### src/esp_link_defs.svh
`ifndef ESP_LINK_DEFS_SVH
`define ESP_LINK_DEFS_SVH

// identification byte, host checks it after link-up
`define ESP_COOKIE 8'haf

// version reply byte is {major, minor}
`define VERSION_MAJOR 3'd0
`define VERSION_MINOR 5'd3

// breakpoint table size
`define NUM_BREAKPOINTS 8
`define BP_IDX_W 3 // slot number width

// set_breakpoint is the longest command: slot, addr lo, addr hi
`define MAX_PARAMS 3

`endif
### src/esp_link_pkg.sv
`default_nettype none

package esp_link_pkg;

  // command parser states
  typedef enum logic [1:0] {
    idle       = 2'd0, // waiting for an opcode
    read_bytes = 2'd1  // collecting parameter bytes
  } parser_state_t;

  // host opcodes, values match the wifi side firmware
  typedef enum logic [7:0] {
    get_cookie          = 8'd0,  // reply af
    set_breakpoint      = 8'd6,  // slot, addr lo, addr hi
    clear_breakpoint    = 8'd7,  // slot
    enable_breakpoints  = 8'd11,
    disable_breakpoints = 8'd12,
    xray_resume         = 8'd13, // leave stop
    get_version         = 8'd15, // reply {major, minor}
    abus_read           = 8'd18  // reply bus address low byte
  } esp_cmd_t;

  // breakpoint run/stop state
  typedef enum logic {
    xray_run  = 1'b0,
    xray_stop = 1'b1
  } xray_state_t;

endpackage

`default_nettype wire

### src/esp_link_top.sv
`timescale 1ns/1ps
`default_nettype none
`include "esp_link_defs.svh"

module esp_link_top (
  input  logic                 clk,
  input  logic                 rst_button,
  input  logic                 cs_n,
  input  logic                 sck,
  input  logic                 mosi,
  input  logic [15:0]          bus_addr,
  input  logic                 bus_rd_n,
  output logic                 miso,
  output logic                 xray_stop,
  output logic [`BP_IDX_W-1:0] bp_index
);

  import esp_link_pkg::*;

  logic [7:0] rx_byte;
  logic       rx_valid;
  logic [7:0] reply_byte;
  logic       reply_load;
  logic       cmd_strobe;  // one cycle per accepted command
  esp_cmd_t   cmd_op;
  logic [7:0] p0;
  logic [7:0] p1;
  logic [7:0] p2;

  // byte channel from the wifi controller
  spi_byte_slave i_spi (
    .clk        (clk),
    .rst_button (rst_button),
    .cs_n       (cs_n),
    .sck        (sck),
    .mosi       (mosi),
    .miso       (miso),
    .rx_byte    (rx_byte),
    .rx_valid   (rx_valid),
    .reply_byte (reply_byte),
    .reply_load (reply_load)
  );

  cmd_parser i_parser (
    .clk        (clk),
    .rst_button (rst_button),
    .rx_byte    (rx_byte),
    .rx_valid   (rx_valid),
    .bus_addr   (bus_addr),
    .reply_byte (reply_byte),
    .reply_load (reply_load),
    .cmd_strobe (cmd_strobe),
    .cmd_op     (cmd_op),
    .p0         (p0),
    .p1         (p1),
    .p2         (p2)
  );

  // watches bus reads against the slot table
  breakpoint_unit i_bp (
    .clk        (clk),
    .rst_button (rst_button),
    .cmd_strobe (cmd_strobe),
    .cmd_op     (cmd_op),
    .p0         (p0),
    .p1         (p1),
    .p2         (p2),
    .bus_addr   (bus_addr),
    .bus_rd_n   (bus_rd_n),
    .xray_stop  (xray_stop),
    .bp_index   (bp_index)
  );

endmodule

`default_nettype wire

### src/breakpoint_unit.sv
`timescale 1ns/1ps
`default_nettype none
`include "esp_link_defs.svh"

module breakpoint_unit (
  input  logic                   clk,
  input  logic                   rst_button,
  input  logic                   cmd_strobe,
  input  esp_link_pkg::esp_cmd_t cmd_op,
  input  logic [7:0]             p0,
  input  logic [7:0]             p1,
  input  logic [7:0]             p2,
  input  logic [15:0]            bus_addr,
  input  logic                   bus_rd_n,
  output logic                   xray_stop,
  output logic [`BP_IDX_W-1:0]   bp_index
);

  import esp_link_pkg::*;

  localparam int IDX_W = `BP_IDX_W;

  logic [15:0]                 slot_addr [`NUM_BREAKPOINTS];
  logic [`NUM_BREAKPOINTS-1:0] slot_active;
  logic                        bp_enabled;  // global enable
  xray_state_t                 run_state;
  logic [2:0]                  rd_sync;     // read strobe synchroniser
  logic                        rd_fall;
  logic [IDX_W-1:0]            slot_sel;
  logic                        hit;
  logic [IDX_W-1:0]            hit_idx;

  assign slot_sel = p0[IDX_W-1:0]; // p0 & 7

  always_ff @(posedge clk or posedge rst_button) begin
    if (rst_button) begin
      rd_sync <= '1; // bus idle high
    end else begin
      rd_sync <= {rd_sync[1:0], bus_rd_n};
    end
  end

  assign rd_fall = (rd_sync[2:1] == 2'b10);

  // lowest active slot wins, so scan from the top down
  always_comb begin
    hit     = 1'b0;
    hit_idx = '0;
    for (int i = `NUM_BREAKPOINTS - 1; i >= 0; i--) begin
      if (slot_active[i] && (slot_addr[i] == bus_addr)) begin
        hit     = 1'b1;
        hit_idx = IDX_W'(i);
      end
    end
  end

  always_ff @(posedge clk or posedge rst_button) begin
    if (rst_button) begin
      slot_active <= '0;
      bp_enabled  <= 1'b0;
      run_state   <= xray_run;
      bp_index    <= '0;
    end else begin
      if (cmd_strobe) begin
        case (cmd_op)
          set_breakpoint:      slot_active[slot_sel] <= 1'b1;
          clear_breakpoint:    slot_active[slot_sel] <= 1'b0;
          enable_breakpoints:  bp_enabled <= 1'b1;
          disable_breakpoints: bp_enabled <= 1'b0; // a stop stays
          xray_resume:         run_state <= xray_run;
          default: begin
          end
        endcase
      end
      // port name hides the enum literal here
      if (rd_fall && bp_enabled && (run_state == xray_run) && hit) begin
        run_state <= esp_link_pkg::xray_stop;
        bp_index  <= hit_idx; // held until the next stop
      end
    end
  end

  // slot addresses, {hi, lo}
  always_ff @(posedge clk) begin
    if (cmd_strobe && (cmd_op == set_breakpoint)) begin
      slot_addr[slot_sel] <= {p2, p1};
    end
  end

  assign xray_stop = (run_state != xray_run);

endmodule

`default_nettype wire

### src/cmd_parser.sv
`timescale 1ns/1ps
`default_nettype none
`include "esp_link_defs.svh"

module cmd_parser (
  input  logic                   clk,
  input  logic                   rst_button,
  input  logic [7:0]             rx_byte,
  input  logic                   rx_valid,
  input  logic [15:0]            bus_addr,
  output logic [7:0]             reply_byte,
  output logic                   reply_load,
  output logic                   cmd_strobe,
  output esp_link_pkg::esp_cmd_t cmd_op,
  output logic [7:0]             p0,
  output logic [7:0]             p1,
  output logic [7:0]             p2
);

  import esp_link_pkg::*;

  localparam int CNT_W = $clog2(`MAX_PARAMS + 1);

  parser_state_t    state_q;
  logic [CNT_W-1:0] bytes_left;           // parameter bytes still expected
  logic [CNT_W-1:0] idx;                  // next parameter slot
  logic [7:0]       params [`MAX_PARAMS];
  logic             op_known;
  logic             op_replies;           // command answers with one byte
  logic [CNT_W-1:0] op_nparams;
  logic [7:0]       reply_next;
  logic             take_param;
  logic             take_reply;

  // opcode decode, looked at only in idle
  always_comb begin
    op_known   = 1'b1;
    op_replies = 1'b0;
    op_nparams = '0;
    reply_next = `ESP_COOKIE;
    case (rx_byte)
      get_cookie: begin
        op_replies = 1'b1;
      end
      get_version: begin
        op_replies = 1'b1;
        reply_next = {`VERSION_MAJOR, `VERSION_MINOR};
      end
      abus_read: begin
        op_replies = 1'b1;
        reply_next = bus_addr[7:0]; // sampled with the strobe
      end
      set_breakpoint: begin
        op_nparams = CNT_W'(`MAX_PARAMS);
      end
      clear_breakpoint: begin
        op_nparams = CNT_W'(1);
      end
      enable_breakpoints, disable_breakpoints, xray_resume: begin
        op_known = 1'b1; // no parameters, no reply
      end
      default: begin
        op_known = 1'b0; // unknown opcode, dropped
      end
    endcase
  end

  // command FSM
  always_ff @(posedge clk or posedge rst_button) begin
    if (rst_button) begin
      state_q    <= idle;
      bytes_left <= '0;
      idx        <= '0;
      cmd_op     <= get_cookie;
      cmd_strobe <= 1'b0;
      reply_load <= 1'b0;
    end else begin
      cmd_strobe <= 1'b0;
      reply_load <= 1'b0;
      if (rx_valid) begin
        case (state_q)
          idle: begin
            idx <= '0;
            if (op_known) begin
              cmd_op <= esp_cmd_t'(rx_byte);
              if (op_nparams != '0) begin
                bytes_left <= op_nparams;
                state_q    <= read_bytes;
              end else begin
                cmd_strobe <= 1'b1;       // fire right away
                reply_load <= op_replies;
              end
            end
          end
          read_bytes: begin
            idx <= idx + CNT_W'(1);
            if (bytes_left == CNT_W'(1)) begin
              cmd_strobe <= 1'b1; // last parameter in
              state_q    <= idle;
            end else begin
              bytes_left <= bytes_left - CNT_W'(1);
            end
          end
          default: begin
            state_q <= idle;
          end
        endcase
      end
    end
  end

  assign take_param = rx_valid && (state_q == read_bytes);
  assign take_reply = rx_valid && (state_q == idle) && op_replies;

  // parameter store and reply register
  always_ff @(posedge clk) begin
    if (take_param) begin
      params[idx] <= rx_byte;
    end
    if (take_reply) begin
      reply_byte <= reply_next;
    end
  end

  assign p0 = params[0]; // slot
  assign p1 = params[1]; // address low
  assign p2 = params[2]; // address high

endmodule

`default_nettype wire

### src/spi_byte_slave.sv
`timescale 1ns/1ps
`default_nettype none

module spi_byte_slave (
  input  logic       clk,
  input  logic       rst_button,
  input  logic       cs_n,
  input  logic       sck,
  input  logic       mosi,
  output logic       miso,
  output logic [7:0] rx_byte,
  output logic       rx_valid,
  input  logic [7:0] reply_byte,
  input  logic       reply_load
);

  logic [2:0] sck_sync;   // bit 2 is the oldest sample
  logic [2:0] cs_sync;
  logic [2:0] mosi_sync;
  logic       cs_active;
  logic       sck_rise;
  logic       sck_fall;
  logic [2:0] bit_cnt;    // bit position in current byte
  logic [7:0] tx_shift;   // msb is on miso
  logic [3:0] tx_left;    // falling edges left in reply frame
  logic       tx_started; // reply frame has begun
  logic       tx_pending;

  // pin synchronisers
  always_ff @(posedge clk or posedge rst_button) begin
    if (rst_button) begin
      sck_sync  <= '0;
      cs_sync   <= '1; // deselected
      mosi_sync <= '0;
    end else begin
      sck_sync  <= {sck_sync[1:0], sck};
      cs_sync   <= {cs_sync[1:0], cs_n};
      mosi_sync <= {mosi_sync[1:0], mosi};
    end
  end

  assign cs_active  = ~cs_sync[2];
  assign sck_rise   = cs_active && (sck_sync[2:1] == 2'b01);
  assign sck_fall   = cs_active && (sck_sync[2:1] == 2'b10);
  assign tx_pending = (tx_left != 4'd0);

  // bit counter and byte-complete pulse
  always_ff @(posedge clk or posedge rst_button) begin
    if (rst_button) begin
      bit_cnt  <= '0;
      rx_valid <= 1'b0;
    end else begin
      rx_valid <= 1'b0;
      if (!cs_active) begin
        bit_cnt <= '0; // realign on every select
      end else if (sck_rise) begin
        bit_cnt <= bit_cnt + 3'd1;
        // dummy bytes clocking out a reply never reach the parser
        if ((bit_cnt == 3'd7) && !tx_pending) begin
          rx_valid <= 1'b1;
        end
      end
    end
  end

  // receive shift, msb first
  // mosi_sync[2] is the last low-phase sample, host holds it from the previous fall
  always_ff @(posedge clk) begin
    if (sck_rise) begin
      rx_byte <= {rx_byte[6:0], mosi_sync[2]};
    end
  end

  // reply shifter
  always_ff @(posedge clk or posedge rst_button) begin
    if (rst_button) begin
      tx_shift   <= '0;
      tx_left    <= '0;
      tx_started <= 1'b0;
    end else if (reply_load) begin
      tx_shift   <= reply_byte; // bit 7 out at once
      tx_left    <= 4'd8;
      tx_started <= 1'b0;       // a newer reply replaces an unsent one
    end else if (tx_pending) begin
      // trailing fall of the command byte must not shift
      if (sck_rise) begin
        tx_started <= 1'b1;
      end
      if (sck_fall && tx_started) begin
        tx_shift <= {tx_shift[6:0], 1'b0};
        tx_left  <= tx_left - 4'd1; // eighth fall ends the reply
      end
    end
  end

  // raw cs_n so miso drops the moment the host deselects
  assign miso = !cs_n && tx_shift[7];

endmodule

`default_nettype wire

### config.mk
export PLATFORM = sky130hd
export DESIGN_NAME = esp_link_top
export DESIGN_NICKNAME = d
export VERILOG_FILES = /design/src/esp_link_pkg.sv /design/src/esp_link_top.sv /design/src/breakpoint_unit.sv /design/src/cmd_parser.sv /design/src/spi_byte_slave.sv
export VERILOG_INCLUDE_DIRS = /design/src
export SDC_FILE = /design/constraint.sdc
export NUM_CORES = 1
export LEC_CHECK = 0
export BUFFER_PORTS_ARGS = -buffer_cell sky130_fd_sc_hd__buf_2
export CELL_PAD_IN_SITES_DETAIL_PLACEMENT = 1
export CELL_PAD_IN_SITES_GLOBAL_PLACEMENT = 1
export CORE_MARGIN = 2
export CORE_UTILIZATION = 55
export DETAILED_ROUTE_END_ITERATION = 8
export PLACE_DENSITY = 0.86
export SLEW_MARGIN = 20
export SYNTH_ARGS = -nofsm -noshare
export SYNTH_HDL_FRONTEND = slang
export SYNTH_SLANG_ARGS = --single-unit
### constraint.sdc
create_clock -name clk -period 7.95 [get_ports clk]
set_input_delay 0.795 -clock clk [delete_from_list [all_inputs] [get_ports clk]]
set_output_delay 0.795 -clock clk [all_outputs]
set_load 0.1 [all_outputs]
==> impl_results.md <==
* Met2 usage at 0.540
* Status: completed
* Post-layout min period at 2.73 ns
* Diode count at 0
* Core outline area at 0.0166 mm^2
* Fill count at 1559
* Share of layout cells above drive strength 1 at 0.117
* First-pass GRT wire length at 39.5 mm
* # port buffers at 26
* Worst setup path start: i_parser.cmd_op[4]
* Via Count at 5840
* I/O pin count at 27
* RSZ-0062 raised after global routing: false
* Layout overhead on the synthesized area at 11.5%
* Vias per cell at 6.21
* Drt drc at 0
* Starting Density at 0.566
* Overflow after GRT at 0
* Area of the die at 0.0182 mm^2
* Met1 usage at 0.356
* CTS-repair resized insts at 0
* Worst-Skew Late Latency at 0.50 ns
* Leakage at 3.85 nW
* Most common cell in the netlist: edfxtp_1
* Crit Path Max Fanout at 16
* Post-DP HPWL at 17.8 mm
* Worst Path Required at 8.07 ns
* FF+latch count, synth at 220
* R2R Path End: i_bp.slot_addr[0][5]
* Flip-flop and latch area at 0.00633 mm^2
* Post-synth EDFFs at 163
* Reg clk slew, reported paths at 0.06 ns
* Antenna violations before repair at 0
* Max-slew violation count at 0
* Longest Clk Path Bufs at 3
* Cell variety after synth at 51
* Largest net degree at the start of global routing at 58
* Root Buffer: clkbuf_16
* PD cells at 224 mW/mm^2
* Syn nets at 699
* Grt met3 use at 0.0353
* Final Cell Area at 0.0105 mm^2
* Worst rel slew slack at 0.422
* CP Launch Type: flop
* Worst-Margin Slew at 0.864 ns
* Fmax at 0.366 GHz
* Vias in the first global route at 6489
* Syn Area/Cell at 14.1 um^2
* Post-layout nets at 733
* DR WL/cell at 27.1 um
* CTS Buf Count at 22
* Worst Reg2Reg Path Length in Cells at 4
* H-tree depth at 1
* Seq/Total Area, Yosys at 0.672
* Min-delay src: i_spi.sck_sync[0]
* TritonCTS clock tree: done
* Dpl cell area at 0.00979 mm^2
* Fin. Hold Viols at 0
* Layer carrying the most global-route usage: met2
* Area of the multi-input gates at 0.00296 mm^2
* Post-Syn Instances at 670
* WP data arrival at 2.86 ns
* Worst vdd ir at 0.166 mV
* Synth warn at 0
* Hold WC Path Type: reg2reg
* Total negative slack at 0 ns
* Async SR Flop Fraction at 0.259
* Post-synthesis cell type with the largest combined area: edfxtp_1
* Drt first pass iters at 4
* Die Span Y at 135 um
* Synth area leaders: edfxtp_1 (52%), dfrtp_1 (14%), xor2_1 (9.7%), xnor2_1 (2.7%), nor4_1 (2.5%)
* Worst r2r src: i_parser.cmd_op[4]
* # hold bufs at CTS at 0
* Syn Std Cell Area at 0.00942 mm^2
* Cell row count at 47
* WHS Path Cells at 0
* Routed WL at 25.5 mm
* Commonest cells in the netlist: edfxtp_1 (163), xor2_1 (104), dfrtp_1 (51)
* Kind of critical path: reg2reg
* Worst Skew at 0.0117 ns
* Routability Congestion at 0.950
* TritonCTS Sinks at 220
* DR iter-0 viols at 433
* Max cap viols at 0
* CP endpoint kind: flop
* Setup bufs post-CTS at 0
* Final setup fails at 0
* Ys flop type: edfxtp_1
* Die width at 135 um
* Post-synth top area share at 0.520
* Post-DRT Antenna Nets at 0
* Total GRT Usage at 0.295
* Tcrit/Tclk final at 0.344
* WHS Endpoint: i_spi.sck_sync[1]
* Flop2flop setup slack at 5.22 ns
## metrics by stage
stage	setup slack, ns	utilization	total power, mW	hold WS (ns)	cells
final	5.22	0.631	2.35	0.353	940
after detailed placement	4.95	0.589	1.35	0.339	900
after CTS	5.20	0.631	2.36	0.356	940
after global routing	5.08	0.631	2.41	0.364	940
after floorplan	5.02	-	1.32	0.331	670
after global placement	5.02	0.587	1.34	0.339	900
## cells by family after synthesis
| logic type | count (synthesis) | share of synthesized area |
|---|---|---|
| adder cells (fa/ha/maj) | 7 | 0.00930 |
| AND/OR/NAND/NOR | 197 | 0.119 |
| XOR/XNOR | 133 | 0.124 |
| buffers and inverters | 37 | 0.0182 |
| AO/OA/AOI/OAI | 57 | 0.0372 |
| multiplexers | 19 | 0.0210 |
| flip-flops | 220 | 0.672 |
## cell type report
| class | count | share of cell area |
|---|---|---|
| clock buffers | 35 | 0.0629 |
| clock inverters | 5 | 0.00453 |
| inverters | 14 | 0.00500 |
| multi-input cells | 413 | 0.281 |
| flip-flops and latches | 220 | 0.603 |
| well taps | 220 | 0.0262 |
| repair buffers | 33 | 0.0174 |
## worst max-delay path: stages (launching register included)
cell and delay (ns):
dfrtp_1 0.38, nor4_1 0.60, nand3_1 0.20, or3_1 0.47
nor3_4 0.70
## metal layers
metal,vias up,part of all wire
met5,-,0
met4,0,0.039
met3,81,0.046
met2,201,0.53
met1,3032,0.39
li1,2526,-
## sequential cells by signal (all words and copies together) (netlist names), 4 cells and up, named ones only
name                 count
i_bp.slot_addr         128
i_parser.cmd_op          8
i_parser.params         19
i_parser.reply_byte      8
i_spi.rx_byte            8
i_spi.tx_left            4
i_spi.tx_shift           8
## cell usage in the layout (no fill, tap or decap), types with 10 or more instances in the layout
cell type / instances
edfxtp_1: 163
xor2_1: 104
dfrtp_1: 51
nor4_1: 37
nand2_1: 33
xnor2_1: 29
nor2_1: 29
buf_2: 26
clkbuf_16: 23
o21ai_1: 15
o21ai_0: 14
nand4_1: 14
mux2i_1: 13
inv_1: 13
nand3_1: 13
nor3_1: 10
## power breakdown
| part | switching, mW | internal, mW | leakage [nW] |
|---|---|---|---|
| Clock | 0.425 | 0.601 | 0.347 |
| Sequential | 0.00663 | 1.23 | 2.23 |
| Combinational | 0.0625 | 0.0264 | 1.27 |
| Total | 0.494 | 1.86 | 3.85 |
## worst max path at each step
| stage | endpoint | slack [ns] | cells past startpoint |
|---|---|---|---|
| after floorplan | miso | 5.02 | 1 |
| after CTS | i_bp.slot_addr[0][5] | 5.20 | 4 |
| after detailed placement | i_bp.bp_index[0] | 4.95 | 8 |
| after global routing | i_bp.slot_addr[0][8] | 5.08 | 4 |
| final | i_bp.slot_addr[0][5] | 5.22 | 4 |
| after global placement | i_bp.bp_index[1] | 5.02 | 8 |
(Power assumes the default switching activity.)
